[config.mk]
export PLATFORM = sky130hd
export DESIGN_NAME = game_video_top
export DESIGN_NICKNAME = d
export VERILOG_FILES = /design/src/rtl/game_pkg.sv /design/src/rtl/game_video_top.sv /design/src/rtl/pixel_mixer.sv /design/src/rtl/position_ctrl.sv /design/src/rtl/sprite_layer.sv /design/src/rtl/vga_timing.sv
export SDC_FILE = /design/constraint.sdc
export NUM_CORES = 1
export LEC_CHECK = 0
export ABC_AREA = 1
export BUFFER_PORTS_ARGS = -buffer_cell sky130_fd_sc_hd__buf_2
export CAP_MARGIN = 5
export CORE_MARGIN = 2
export CORE_UTILIZATION = 65
export DETAILED_ROUTE_END_ITERATION = 7
export GPL_TIMING_DRIVEN = 0
export PLACE_DENSITY = 0.81
export SLEW_MARGIN = 10
export SYNTH_ARGS = -nofsm -noshare
export SYNTH_HDL_FRONTEND = slang
export SYNTH_SLANG_ARGS = --single-unit
[constraint.sdc]
create_clock -name clock_50 -period 5.95 [get_ports clock_50]
set_input_delay 0.2975 -clock clock_50 [delete_from_list [all_inputs] [get_ports clock_50]]
set_output_delay 0.2975 -clock clock_50 [all_outputs]
set_load 0.02 [all_outputs]
[src/rtl/game_pkg.sv]
`default_nettype none

package game_pkg;

   typedef logic signed [10:0] coord_t;        // screen coordinate, may go negative

   typedef struct packed {
      coord_t x;
      coord_t y;
   } pixel_pos_t;                               // current spot on screen

   typedef struct packed {
      coord_t x;                                // left column
      coord_t y;                                // top line
   } sprite_pos_t;

   typedef struct packed {
      logic up;
      logic down;
      logic left;
      logic right;
   } move_t;                                    // held direction levels

   typedef logic [2:0] sprite_num_t;            // palette selector
   typedef logic [7:0] color8_t;                // rgb332

   typedef struct packed {
      logic    hit;                             // spot inside sprite
      color8_t color;
   } layer_t;

   typedef struct packed {
      logic [9:0] r;
      logic [9:0] g;
      logic [9:0] b;
   } rgb_t;                                     // dac channels

   typedef struct packed {
      logic hs;                                 // active low
      logic vs;                                 // active low
      logic active;                             // visible area
   } video_sync_t;

   typedef enum logic [1:0] {
      PH_ACTIVE,
      PH_FRONT,
      PH_SYNC,
      PH_BACK
   } timing_phase_e;

   // rgb332 sprite colours
   localparam color8_t SPRITE_PALETTE [8] = '{
      8'hE0, 8'h1C, 8'h03, 8'hFC,               // red green blue yellow
      8'hE3, 8'h1F, 8'hFF, 8'h92                // magenta cyan white grey
   };

   localparam int MAX_PLAYERS = 4;

   // reset corners, players 0 and 1 overlap on purpose
   localparam sprite_pos_t PLAYER_START [MAX_PLAYERS] = '{
      '{x: 11'sd4,  y: 11'sd4},
      '{x: 11'sd6,  y: 11'sd6},
      '{x: 11'sd20, y: 11'sd4},
      '{x: 11'sd20, y: 11'sd14}
   };

endpackage

`default_nettype wire

[src/rtl/game_video_top.sv]
`timescale 1ns/1ps
`default_nettype none

module game_video_top #(
   parameter int H_ACTIVE    = 640,
   parameter int H_FRONT     = 16,
   parameter int H_SYNC      = 96,
   parameter int H_BACK      = 48,
   parameter int V_ACTIVE    = 480,
   parameter int V_FRONT     = 10,
   parameter int V_SYNC      = 2,
   parameter int V_BACK      = 33,
   parameter int SPRITE_SIZE = 16,
   parameter int MOVE_STEP   = 2,
   parameter int NUM_PLAYERS = 2               // up to MAX_PLAYERS
) (
   input  logic                  clock_50,
   input  logic                  rst_n,
   input  game_pkg::move_t       player_move [NUM_PLAYERS],
   input  game_pkg::sprite_num_t sprite_num  [NUM_PLAYERS],
   output game_pkg::rgb_t        vga_rgb,
   output logic                  vga_hs,
   output logic                  vga_vs,
   output logic                  vga_blank
);
   import game_pkg::*;

   pixel_pos_t  spot;                           // from timing
   video_sync_t spot_sync;
   logic        frame_end;
   sprite_pos_t player_pos [NUM_PLAYERS];       // sprite corners
   layer_t      layers     [NUM_PLAYERS];       // registered hits

   vga_timing #(
      .H_ACTIVE(H_ACTIVE), .H_FRONT(H_FRONT), .H_SYNC(H_SYNC), .H_BACK(H_BACK),
      .V_ACTIVE(V_ACTIVE), .V_FRONT(V_FRONT), .V_SYNC(V_SYNC), .V_BACK(V_BACK)
   ) vga_timing_i (
      .clock_50 (clock_50),
      .rst_n    (rst_n),
      .spot     (spot),
      .spot_sync(spot_sync),
      .frame_end(frame_end)
   );

   position_ctrl #(
      .NUM_PLAYERS(NUM_PLAYERS), .H_ACTIVE(H_ACTIVE), .V_ACTIVE(V_ACTIVE),
      .SPRITE_SIZE(SPRITE_SIZE), .MOVE_STEP(MOVE_STEP)
   ) position_ctrl_i (
      .clock_50   (clock_50),
      .rst_n      (rst_n),
      .frame_end  (frame_end),
      .player_move(player_move),
      .player_pos (player_pos)
   );

   for (genvar p = 0; p < NUM_PLAYERS; p++) begin : g_sprite
      sprite_layer #(.SPRITE_SIZE(SPRITE_SIZE)) sprite_layer_i (
         .clock_50  (clock_50),
         .rst_n     (rst_n),
         .spot      (spot),
         .sprite_pos(player_pos[p]),
         .sprite_num(sprite_num[p]),
         .layer     (layers[p])
      );
   end

   pixel_mixer #(.NUM_PLAYERS(NUM_PLAYERS)) pixel_mixer_i (
      .clock_50 (clock_50),
      .rst_n    (rst_n),
      .spot     (spot),
      .spot_sync(spot_sync),
      .layers   (layers),
      .vga_rgb  (vga_rgb),
      .vga_hs   (vga_hs),
      .vga_vs   (vga_vs),
      .vga_blank(vga_blank)
   );

endmodule

`default_nettype wire

[src/rtl/pixel_mixer.sv]
`timescale 1ns/1ps
`default_nettype none

module pixel_mixer #(
   parameter int NUM_PLAYERS = 2
) (
   input  logic                  clock_50,
   input  logic                  rst_n,
   input  game_pkg::pixel_pos_t  spot,
   input  game_pkg::video_sync_t spot_sync,
   input  game_pkg::layer_t      layers [NUM_PLAYERS],
   output game_pkg::rgb_t        vga_rgb,
   output logic                  vga_hs,
   output logic                  vga_vs,
   output logic                  vga_blank
);
   import game_pkg::*;

   localparam logic [7:0] BG_G = 8'h40;        // flat green
   localparam logic [7:0] BG_B = 8'h80;        // flat blue

   logic [7:0]  bg_r_q;                         // gradient, stage 1
   video_sync_t sync_q1;                        // sync, stage 1
   logic        win_hit;
   color8_t     win_color;
   logic [7:0]  r8;
   logic [7:0]  g8;
   logic [7:0]  b8;
   rgb_t        rgb_next;

   function automatic logic [7:0] widen3(input logic [2:0] c);
      return {c, c, c[2:1]};
   endfunction

   function automatic logic [7:0] widen2(input logic [1:0] c);
      return {c, c, c, c};
   endfunction

   function automatic logic [9:0] expand10(input logic [7:0] c);
      return {c, c[7:6]};                       // top bits fill the lsbs
   endfunction

   always_ff @(posedge clock_50) begin
      bg_r_q <= spot.x[7:0];                    // ramp across the line
   end

   always_ff @(posedge clock_50 or negedge rst_n) begin
      if (!rst_n) begin
         sync_q1 <= '{hs: 1'b1, vs: 1'b1, active: 1'b0};
      end else begin
         sync_q1 <= spot_sync;
      end
   end

   // lowest player number on top
   always_comb begin
      win_hit   = 1'b0;
      win_color = '0;
      for (int i = 0; i < NUM_PLAYERS; i++) begin
         if (!win_hit && layers[i].hit) begin
            win_hit   = 1'b1;
            win_color = layers[i].color;
         end
      end
   end

   assign r8 = win_hit ? widen3(win_color[7:5]) : bg_r_q;
   assign g8 = win_hit ? widen3(win_color[4:2]) : BG_G;
   assign b8 = win_hit ? widen2(win_color[1:0]) : BG_B;

   assign rgb_next.r = sync_q1.active ? expand10(r8) : '0;  // black in blanking
   assign rgb_next.g = sync_q1.active ? expand10(g8) : '0;
   assign rgb_next.b = sync_q1.active ? expand10(b8) : '0;

   always_ff @(posedge clock_50 or negedge rst_n) begin
      if (!rst_n) begin
         vga_rgb   <= '0;
         vga_hs    <= 1'b1;
         vga_vs    <= 1'b1;
         vga_blank <= 1'b0;
      end else begin
         vga_rgb   <= rgb_next;                 // two cycles after spot
         vga_hs    <= sync_q1.hs;
         vga_vs    <= sync_q1.vs;
         vga_blank <= sync_q1.active;           // high while visible
      end
   end

endmodule

`default_nettype wire

[src/rtl/position_ctrl.sv]
`timescale 1ns/1ps
`default_nettype none

module position_ctrl #(
   parameter int NUM_PLAYERS = 2,
   parameter int H_ACTIVE    = 640,
   parameter int V_ACTIVE    = 480,
   parameter int SPRITE_SIZE = 16,
   parameter int MOVE_STEP   = 2
) (
   input  logic                  clock_50,
   input  logic                  rst_n,
   input  logic                  frame_end,
   input  game_pkg::move_t       player_move [NUM_PLAYERS],
   output game_pkg::sprite_pos_t player_pos  [NUM_PLAYERS]
);
   import game_pkg::*;

   localparam int X_MAX = H_ACTIVE - SPRITE_SIZE;  // rightmost legal corner
   localparam int Y_MAX = V_ACTIVE - SPRITE_SIZE;  // lowest legal corner

   move_t move_meta [NUM_PLAYERS];              // first sync stage
   move_t move_sync [NUM_PLAYERS];              // safe to use

   // one axis, step then clamp onto the screen
   function automatic coord_t step_axis(input coord_t pos, input logic dec,
                                        input logic inc, input int limit);
      int p;
      p = int'(pos);
      if (inc && !dec) begin
         p = p + MOVE_STEP;
      end else if (dec && !inc) begin
         p = p - MOVE_STEP;
      end
      if (p < 0) begin
         p = 0;
      end else if (p > limit) begin
         p = limit;
      end
      return coord_t'(p);
   endfunction

   always_ff @(posedge clock_50 or negedge rst_n) begin
      if (!rst_n) begin
         for (int i = 0; i < NUM_PLAYERS; i++) begin
            move_meta[i]  <= '0;
            move_sync[i]  <= '0;
            player_pos[i] <= PLAYER_START[i];
         end
      end else begin
         for (int i = 0; i < NUM_PLAYERS; i++) begin
            move_meta[i] <= player_move[i];     // levels are asynchronous
            move_sync[i] <= move_meta[i];
            if (frame_end) begin                // new corner from next frame on
               player_pos[i].x <= step_axis(player_pos[i].x, move_sync[i].left,
                                            move_sync[i].right, X_MAX);
               player_pos[i].y <= step_axis(player_pos[i].y, move_sync[i].up,
                                            move_sync[i].down, Y_MAX);
            end
         end
      end
   end

endmodule

`default_nettype wire

[src/rtl/sprite_layer.sv]
`timescale 1ns/1ps
`default_nettype none

module sprite_layer #(
   parameter int SPRITE_SIZE = 16
) (
   input  logic                  clock_50,
   input  logic                  rst_n,
   input  game_pkg::pixel_pos_t  spot,
   input  game_pkg::sprite_pos_t sprite_pos,
   input  game_pkg::sprite_num_t sprite_num,
   output game_pkg::layer_t      layer
);
   import game_pkg::*;

   logic    in_x;                               // column inside square
   logic    in_y;                               // line inside square
   logic    hit_q;
   color8_t color_q;

   // half-open window [pos, pos + size)
   assign in_x = (spot.x >= sprite_pos.x) && (spot.x < sprite_pos.x + SPRITE_SIZE);
   assign in_y = (spot.y >= sprite_pos.y) && (spot.y < sprite_pos.y + SPRITE_SIZE);

   always_ff @(posedge clock_50 or negedge rst_n) begin
      if (!rst_n) begin
         hit_q <= 1'b0;
      end else begin
         hit_q <= in_x && in_y;
      end
   end

   always_ff @(posedge clock_50) begin
      color_q <= SPRITE_PALETTE[sprite_num];    // same stage as hit
   end

   assign layer.hit   = hit_q;
   assign layer.color = color_q;

endmodule

`default_nettype wire

[src/rtl/vga_timing.sv]
`timescale 1ns/1ps
`default_nettype none

module vga_timing #(
   parameter int H_ACTIVE = 640,
   parameter int H_FRONT  = 16,
   parameter int H_SYNC   = 96,
   parameter int H_BACK   = 48,
   parameter int V_ACTIVE = 480,
   parameter int V_FRONT  = 10,
   parameter int V_SYNC   = 2,
   parameter int V_BACK   = 33
) (
   input  logic                  clock_50,
   input  logic                  rst_n,
   output game_pkg::pixel_pos_t  spot,
   output game_pkg::video_sync_t spot_sync,
   output logic                  frame_end
);
   import game_pkg::*;

   timing_phase_e h_phase;                      // horizontal phase
   timing_phase_e v_phase;                      // vertical phase
   logic [10:0]   h_cnt;                        // count inside h phase
   logic [10:0]   v_cnt;                        // line count inside v phase
   logic [10:0]   h_end_cnt;
   logic [10:0]   v_end_cnt;
   logic          h_wrap;                       // last cycle of h phase
   logic          v_wrap;                       // last line of v phase
   logic          h_last;                       // end of line
   logic          v_last;                       // last line of frame

   // last count of a phase, given its four lengths
   function automatic logic [10:0] phase_end(input timing_phase_e ph, input int act,
                                             input int fp, input int sy, input int bp);
      case (ph)
         PH_ACTIVE: return 11'(act - 1);
         PH_FRONT:  return 11'(fp - 1);
         PH_SYNC:   return 11'(sy - 1);
         default:   return 11'(bp - 1);
      endcase
   endfunction

   function automatic timing_phase_e phase_next(input timing_phase_e ph);
      case (ph)
         PH_ACTIVE: return PH_FRONT;
         PH_FRONT:  return PH_SYNC;
         PH_SYNC:   return PH_BACK;
         default:   return PH_ACTIVE;
      endcase
   endfunction

   assign h_end_cnt = phase_end(h_phase, H_ACTIVE, H_FRONT, H_SYNC, H_BACK);
   assign v_end_cnt = phase_end(v_phase, V_ACTIVE, V_FRONT, V_SYNC, V_BACK);
   assign h_wrap    = (h_cnt == h_end_cnt);
   assign v_wrap    = (v_cnt == v_end_cnt);
   assign h_last    = h_wrap && (h_phase == PH_BACK);
   assign v_last    = v_wrap && (v_phase == PH_BACK);
   assign frame_end = h_last && v_last;         // one cycle per frame

   always_ff @(posedge clock_50 or negedge rst_n) begin
      if (!rst_n) begin
         h_cnt   <= '0;                         // first active pixel
         h_phase <= PH_ACTIVE;
         v_cnt   <= '0;
         v_phase <= PH_ACTIVE;
      end else begin
         if (h_wrap) begin
            h_cnt   <= '0;
            h_phase <= phase_next(h_phase);
         end else begin
            h_cnt <= h_cnt + 11'd1;
         end
         if (h_last) begin                      // lines step at end of line
            if (v_wrap) begin
               v_cnt   <= '0;
               v_phase <= phase_next(v_phase);
            end else begin
               v_cnt <= v_cnt + 11'd1;
            end
         end
      end
   end

   // coordinates only meaningful in the active area, -1 elsewhere
   assign spot.x = (h_phase == PH_ACTIVE) ? coord_t'(h_cnt) : coord_t'(-1);
   assign spot.y = (v_phase == PH_ACTIVE) ? coord_t'(v_cnt) : coord_t'(-1);

   assign spot_sync.hs     = (h_phase != PH_SYNC);
   assign spot_sync.vs     = (v_phase != PH_SYNC);
   assign spot_sync.active = (h_phase == PH_ACTIVE) && (v_phase == PH_ACTIVE);

endmodule

`default_nettype wire

==> results of run 1 <==
==> Yosys cell counts (10+ instances only) <==
master	instances	area share, %
sky130_fd_sc_hd__a21oi_1	49	2.6
sky130_fd_sc_hd__buf_4	20	1.6
sky130_fd_sc_hd__dfrtp_1	94	25
sky130_fd_sc_hd__dfstp_2	10	2.8
sky130_fd_sc_hd__dfxtp_1	20	4.2
sky130_fd_sc_hd__ha_1	110	14
sky130_fd_sc_hd__inv_1	171	6.7
sky130_fd_sc_hd__nand2_1	375	15
sky130_fd_sc_hd__nand3_1	89	4.7
sky130_fd_sc_hd__nand4_1	31	2.0
sky130_fd_sc_hd__nor2_1	114	4.5
sky130_fd_sc_hd__nor3_1	22	1.2
sky130_fd_sc_hd__o21ai_0	58	3.0
sky130_fd_sc_hd__xor2_1	33	3.0
==> state kept, by name, indices dropped and copies added, names as in the netlist <==
register and cells:
pixel_mixer_i.vga_vs 1, pixel_mixer_i.bg_r_q 8, vga_timing_i.v_phase 2, position_ctrl_i.move_meta 8, pixel_mixer_i.vga_rgb 14, vga_timing_i.h_phase 2, g_sprite.sprite_layer_i.hit_q 2, pixel_mixer_i.vga_hs 1
pixel_mixer_i.sync_q1 3, position_ctrl_i.player_pos 40, pixel_mixer_i.vga_blank 1, position_ctrl_i.move_sync 8, vga_timing_i.h_cnt 11, vga_timing_i.v_cnt 11, g_sprite.sprite_layer_i.color_q 12
==> worst max-delay path, delay by kind of cell, from the launching register on <==
| family | cells | cell delay [ps] |
|---|---|---|
| flops | 1 | 410 |
| simple gates | 6 | 970 |
| buf+inv | 3 | 600 |
| fa+ha+maj | 2 | 660 |
| xor+xnor | 1 | 170 |
==> repair_timing <==
action / in CTS / in global routing
gates resized for setup: 0 / 0
hold buffers: 9 / 0
hold endpoints to repair: 46 / 0
==> through the flow <==
stage                     setup slack [ps]  utilization [%]  power [mW]  instances
final                                 3060             73.9        1.90       1582
after global routing                  2730             73.9        1.96       1582
after CTS                             3090             73.9        1.91       1582
after detailed placement              3090             69.7       0.980       1541
after global placement                3150             69.4       0.974       1540
after floorplan                       3610                -       0.941       1308
==> cell families after synthesis <==
family | share of synthesized area [%]
AOI/OAI and AO/OA | 8.08
xor gates and xnor gates | 3.96
adders and majority gates | 14.4
buffers and inverters | 9.48
DFF | 31.6
and+or+nand+nor | 32.5
==> how the worst max path moves through the flow <==
stage                                       endpoint  slack (ps)
global route        g_sprite[1].sprite_layer_i.hit_q        2730
global placement    g_sprite[1].sprite_layer_i.hit_q        3150
finish              g_sprite[1].sprite_layer_i.hit_q        3060
detailed placement  g_sprite[1].sprite_layer_i.hit_q        3090
floorplan           g_sprite[1].sprite_layer_i.hit_q        3610
CTS                 g_sprite[1].sprite_layer_i.hit_q        3090
==> metal layers <==
layer  vias to the layer above  part of all wire (%)  wire [µm]
met3                        48                   6.1       1310
met5                         -                     0          0
met4                         0                   2.0        439
met2                       290                    45       9630
li1                       4369                     -          -
met1                      3982                    47      10100
==> area by class of cell <==
type,instances,area share [%]
Buffer,33,2.18
Clock buffer,24,4.43
Clock inverter,8,0.458
Inverter,179,6.30
Multi-Input combinational cell,972,52.8
Sequential cell,124,28.3
Tap cell,184,2.16
Timing Repair Buffer,58,3.42
==> power groups by stage <==
stage	Clock [mW]	Sequential [mW]	Combinational (mW)
floorplan	0	0.873	0.0679
CTS	0.936	0.859	0.111
finish	0.928	0.859	0.111
global route	0.969	0.860	0.128
global placement	0	0.874	0.100
detailed placement	0	0.875	0.105
==> flow_metrics.py, run 1 <==
metrics = {
    "sta": {
        "rsz0062_at_grt": "no",
        "finalSetupViolations": 0,
        "hold-worst-slack_ps": 100,
        "maxSlewHeadroom_pct": 61.1,
        "timing_worst_slew_pin_value_ps": 583,
        "final_period_minus_worst_setup_slack_ps": 2890,
        "achievable-frequency_mhz": 347,
        "part_of_the_cycle_the_worst_path_needs_pct": 48.5,
        "setup_tns_ps": 0,
        "hold_violations": 0,
        "finalClockSkew_ps": 12.2,
        "max_slew_violation_total_from_the_final_report": 0,
    },
    "placed_design": {
        "placed_cell_area_um2": 10000,
        "gpl.final_weighted_congestion": 0.928,
        "port_buffers": 48,
        "place.detailed.hpwl_mm": 16.2,
    },
    "yosys": {
        "share_of_async_settable_or_async_resettable_flops_after_synthesis_pct": 83.9,
        "synth_ff_type": "sky130_fd_sc_hd__dfrtp_1",
        "post_synth_num_cell_types": 52,
        "post_synth_inst_count": 1308,
        "synth.yosys.warnings": 0,
        "synthesis.area_per_instance_um2": 7.30,
        "seq_area_frac_synth_pct": 31.6,
        "ys_seq_elements": 124,
        "synthesis.nets": 1434,
        "synth_edf_count": 0,
        "mappedNetlistArea_um2": 9540,
    },
    "min_path": {
        "hold_path.class": "in -> reg",
        "min_to": "g_sprite[0].sprite_layer_i.color_q[1]",
        "critical_hold_path_startpoint": "sprite_num[5]",
        "min_path_cells": 2,
    },
    "clock_network": {
        "post_cts.repair.setup_buffers": 0,
        "cts_made_buffers": 17,
        "clock_sink_count": 124,
        "cts_tree": "done",
        "cts.path.max_buffers": 2,
        "cts.reportedPaths.clkPinSlew_ps": 60,
        "skew_pair_late_insertion_delay_ps": 430,
        "clock_tree.htree_level_count": 4,
        "cts_root_buf": "sky130_fd_sc_hd__clkbuf_16",
    },
    "global_routing": {
        "grt_pass1_wl_mm": 36.2,
        "antenna_found_initial": 0,
        "top_usage_layer": "met2",
        "global_route.usage.met3_pct": 5.22,
        "overflow": 0,
        "gr_layer_usage_met1_pct": 39.3,
        "grt_start_max_net_pins": 61,
        "grt_use_met2_pct": 43.3,
        "grt_pass1_vias": 7830,
        "globalRouteTotalUtil_pct": 27.8,
    },
    "power": {
        "p_sw_mw": 0.456,
        "comb_power_share_pct": 5.8,
        "switching_share_pct": 24.0,
        "power.share.sequential_pct": 45.3,
        "maximum_vdd_drop_mv": 0.208,
        "cellPowerDensity_nw_per_um2": 178,
        "leakagePower_nw": 5.87,
        "clock_group_share_of_total_power_pct": 48.9,
        "internal-power_mw": 1.44,
    },
    "layout": {
        "fill_cells": 1142,
        "layout_cell_share_with_drive_strength_beyond_1_pct": 11.7,
        "post-route-cell-area_um2": 10700,
        "multi_input_comb_area_um2": 5620,
        "register_area_um2": 3020,
        "final_nets": 1511,
        "mostFrequentLayoutCell": "sky130_fd_sc_hd__nand2_1",
        "area.growth.synth_to_final_pct": 11.7,
        "antenna_cells": 0,
        "layout.cells.most_common_list": "375 x sky130_fd_sc_hd__nand2_1, 171 x sky130_fd_sc_hd__inv_1, 114 x sky130_fd_sc_hd__nor2_1",
    },
    "critical_path": {
        "type_of_destination_of_the_critical_path": "register",
        "critical_path.reg2reg.startpoint": "vga_timing_i.v_phase[1]",
        "crit_type": "reg -> reg",
        "cp_max_fanout": 10,
        "cp_cell_sequence": "inv_1 > ha_1 > clkbuf_1 > nand2_1 > ha_1 > inv_1 > nor3_1 > nand3_1 > nand4_1 > xor2_1 > nand3_1 > nor2_1",
        "timing.critical_path.arrival_ps": 3240,
        "worst_setup_path_start_kind": "register",
        "reg2reg_slack_ps": 3060,
        "cp_data_required_time_ps": 6310,
        "regToRegEndpoint": "g_sprite[1].sprite_layer_i.hit_q",
        "cpMaxStageDelayCell": "sky130_fd_sc_hd__dfrtp_1",
        "ff2ff_path_depth": 12,
        "cp-startpoint": "vga_timing_i.v_phase[1]",
        "critical-path-max-stage-delay_ps": 410,
    },
    "routing": {
        "detail_route.wl_per_cell_um": 13.6,
        "first_pass_iters": 6,
        "postRouteWirelength_mm": 21.4,
        "via_count": 8689,
        "vias_per_cell": 5.49,
        "ant_nets": 0,
        "detail_route.drc_violations": 0,
        "drt_iter0_markers": 789,
    },
    "flow_run": {
        "max_cap_viol_count": 0,
    },
    "floorplanning": {
        "row_count": 44,
        "die_width_um": 125,
        "dieHeight_um": 125,
        "initial_core_util_pct": 66.2,
        "ios": 49,
        "design.die.area_um2": 15700,
        "area_of_the_core_region_um2": 14400,
    },
    "run_status": {
        "status": "complete, no violations",
    },
}
(Power assumes the default switching activity.)
==> run 2: changes to the inputs <==
CORE_UTILIZATION = 63   (was 65)
PLACE_DENSITY = 0.79   (was 0.81)
clock period = 2.9 ns   (was 5.95 ns; I/O delays follow)
==> run 2 against run 1 <==
Sequential power grew 100%. Sequential share of layout area is 0.30 points lower. Power rose by 120%. Final cell count rose by 0.19%. Non-clock buffer count increased by 3. Cell area increased by 1.1%. Clock power up 130%. First-iteration DRC count decreased by 6.1%. Largest power group unchanged.
==> flow_metrics.py, run 2 (same netlist as run 1, synthesis figures left out) <==
metrics = {
    "run_status": {
        "status": "complete, no violations",
    },
    "global_routing": {
        "overflow": 0,
        "globalRouteTotalUtil_pct": 28.3,
        "grt_pass1_vias": 8178,
        "antenna_found_initial": 0,
        "grt_pass1_wl_mm": 37.6,
        "grt_start_max_net_pins": 71,
    },
    "clock_network": {
        "cts_tree": "done",
        "skew_pair_late_insertion_delay_ps": 420,
        "cts_root_buf": "sky130_fd_sc_hd__clkbuf_16",
        "cts_made_buffers": 17,
        "clock_sink_count": 124,
        "cts.path.max_buffers": 2,
        "clock_tree.htree_level_count": 4,
        "cts.reportedPaths.clkPinSlew_ps": 60,
        "post_cts.repair.setup_buffers": 0,
    },
    "sta": {
        "max_slew_violation_total_from_the_final_report": 0,
        "maxSlewHeadroom_pct": 67.2,
        "rsz0062_at_grt": "no",
        "finalClockSkew_ps": 5.56,
        "timing_worst_slew_pin_value_ps": 492,
        "hold_violations": 0,
        "hold-worst-slack_ps": 46.7,
        "part_of_the_cycle_the_worst_path_needs_pct": 90.1,
        "finalSetupViolations": 0,
        "achievable-frequency_mhz": 383,
        "final_period_minus_worst_setup_slack_ps": 2610,
    },
    "critical_path": {
        "type_of_destination_of_the_critical_path": "register",
        "cp_max_fanout": 13,
        "timing.critical_path.arrival_ps": 2950,
        "cp_data_required_time_ps": 3230,
        "critical_path.reg2reg.startpoint": "vga_timing_i.v_phase[0]",
        "crit_type": "reg -> reg",
        "worst_setup_path_start_kind": "register",
        "reg2reg_slack_ps": 290,
        "ff2ff_path_depth": 11,
        "regToRegEndpoint": "g_sprite[1].sprite_layer_i.hit_q",
    },
    "layout": {
        "final_nets": 1514,
        "largest_registers": "position_ctrl_i.player_pos x40, pixel_mixer_i.vga_rgb x14, g_sprite.sprite_layer_i.color_q x12",
        "layout_cell_share_with_drive_strength_beyond_1_pct": 12.1,
        "layout.cells.most_common_list": "374 x sky130_fd_sc_hd__nand2_1, 171 x sky130_fd_sc_hd__inv_1, 114 x sky130_fd_sc_hd__nor2_1",
        "area.growth.synth_to_final_pct": 12.9,
        "mostFrequentLayoutCell": "sky130_fd_sc_hd__nand2_1",
        "largest_register": "position_ctrl_i.player_pos",
        "layout.cells.non_filler": 1585,
        "largest_register_ffs": 40,
        "antenna_cells": 0,
    },
    "power": {
        "cellPowerDensity_nw_per_um2": 383,
        "maximum_vdd_drop_mv": 0.455,
        "leakagePower_nw": 5.92,
    },
    "min_path": {
        "hold_path.class": "in -> reg",
        "critical_hold_path_startpoint": "sprite_num[1]",
        "min_path_cells": 3,
        "min_to": "g_sprite[1].sprite_layer_i.color_q[0]",
    },
    "placed_design": {
        "place.detailed.hpwl_mm": 16.3,
        "placed_instance_count": 1541,
        "port_buffers": 48,
        "gpl.final_weighted_congestion": 0.905,
    },
    "floorplanning": {
        "dieHeight_um": 127,
        "area_of_the_core_region_um2": 14600,
        "die_width_um": 127,
        "initial_core_util_pct": 65.2,
        "ios": 49,
        "row_count": 44,
        "design.die.area_um2": 16200,
    },
    "routing": {
        "postRouteWirelength_mm": 21.8,
        "ant_nets": 0,
        "drt_iter0_markers": 741,
        "vias_per_cell": 5.49,
        "detail_route.drc_violations": 0,
        "via_count": 8694,
        "first_pass_iters": 5,
        "detail_route.wl_per_cell_um": 13.7,
    },
    "flow_run": {
        "max_cap_viol_count": 0,
    },
}
## run 2: worst max-delay path by stage
stage,start,endpoint,slack (ps),cells past startpoint
3_5_place_dp,vga_timing_i.v_phase[0],g_sprite[1].sprite_layer_i.hit_q,-140,12
4_1_cts,vga_timing_i.v_phase[0],g_sprite[1].sprite_layer_i.hit_q,70,12
2_1_floorplan,vga_timing_i.v_phase[0],g_sprite[1].sprite_layer_i.hit_q,560,12
6_report,vga_timing_i.v_phase[0],g_sprite[1].sprite_layer_i.hit_q,290,11
3_3_place_gp,vga_timing_i.v_phase[0],g_sprite[1].sprite_layer_i.hit_q,-50,12
5_1_grt,vga_timing_i.v_phase[0],g_sprite[1].sprite_layer_i.hit_q,2,11
## run 2: per-layer routing
metal / vias to the layer above / track usage (%) / wire (µm)
met4: 0 / 7.50 / 329
li1: 4381 / - / -
met5: - / 0 / 0
met3: 35 / 4.94 / 1120
met2: 264 / 47.0 / 10200
met1: 4014 / 38.6 / 10100
## run 2: area by class of cell
| cell class | instances | area (µm²) |
|---|---|---|
| repair buffers | 62 | 404 |
| inverters | 179 | 672 |
| clock buffers | 20 | 457 |
| plain buffers | 32 | 230 |
| multi-input cells | 972 | 5630 |
| flip-flops and latches | 124 | 3020 |
| fillers | 1157 | 3870 |
| well taps | 184 | 230 |
| clock inverters | 12 | 136 |
## run 2: report_power, final
part           internal (mW)  switching, mW
clock network           1.32          0.813
logic                 0.0793          0.151
registers               1.75        0.00958
total                   3.15          0.973
## run 2: what timing repair did
action | 4_1_cts | 5_1_grt
gates resized for setup | 2 | 3
endpoints found under the hold margin | 56 | 0
setup endpoints to repair | 2 | 2
hold buffers | 13 | 0
## run 2: per-stage QoR
stage               utilization (%)  power [mW]  worst slack, ps  setup TNS [ps]  instance area, µm²
floorplan                         -        1.93              564               0                9540
global placement               68.4        2.00            -48.2           -48.2               10000
detailed placement             68.6        2.01             -140            -168               10000
CTS                            73.6        4.14             71.2               0               10800
global route                   73.6        4.28             1.92               0               10800
finish                         73.6        4.12              287               0               10800
## run 2: worst max-delay path, stage by stage, from the launching register on
cell                      delay, ps
sky130_fd_sc_hd__dfrtp_1        430
sky130_fd_sc_hd__inv_1          150
sky130_fd_sc_hd__ha_2           380
sky130_fd_sc_hd__nand2_1        220
sky130_fd_sc_hd__ha_1           370
sky130_fd_sc_hd__nand2_1         60
sky130_fd_sc_hd__nor3_1         210
sky130_fd_sc_hd__nand3_1        110
sky130_fd_sc_hd__nand4_1        120
sky130_fd_sc_hd__xor2_1         150
sky130_fd_sc_hd__nand3_1        140
sky130_fd_sc_hd__nor2_1         190
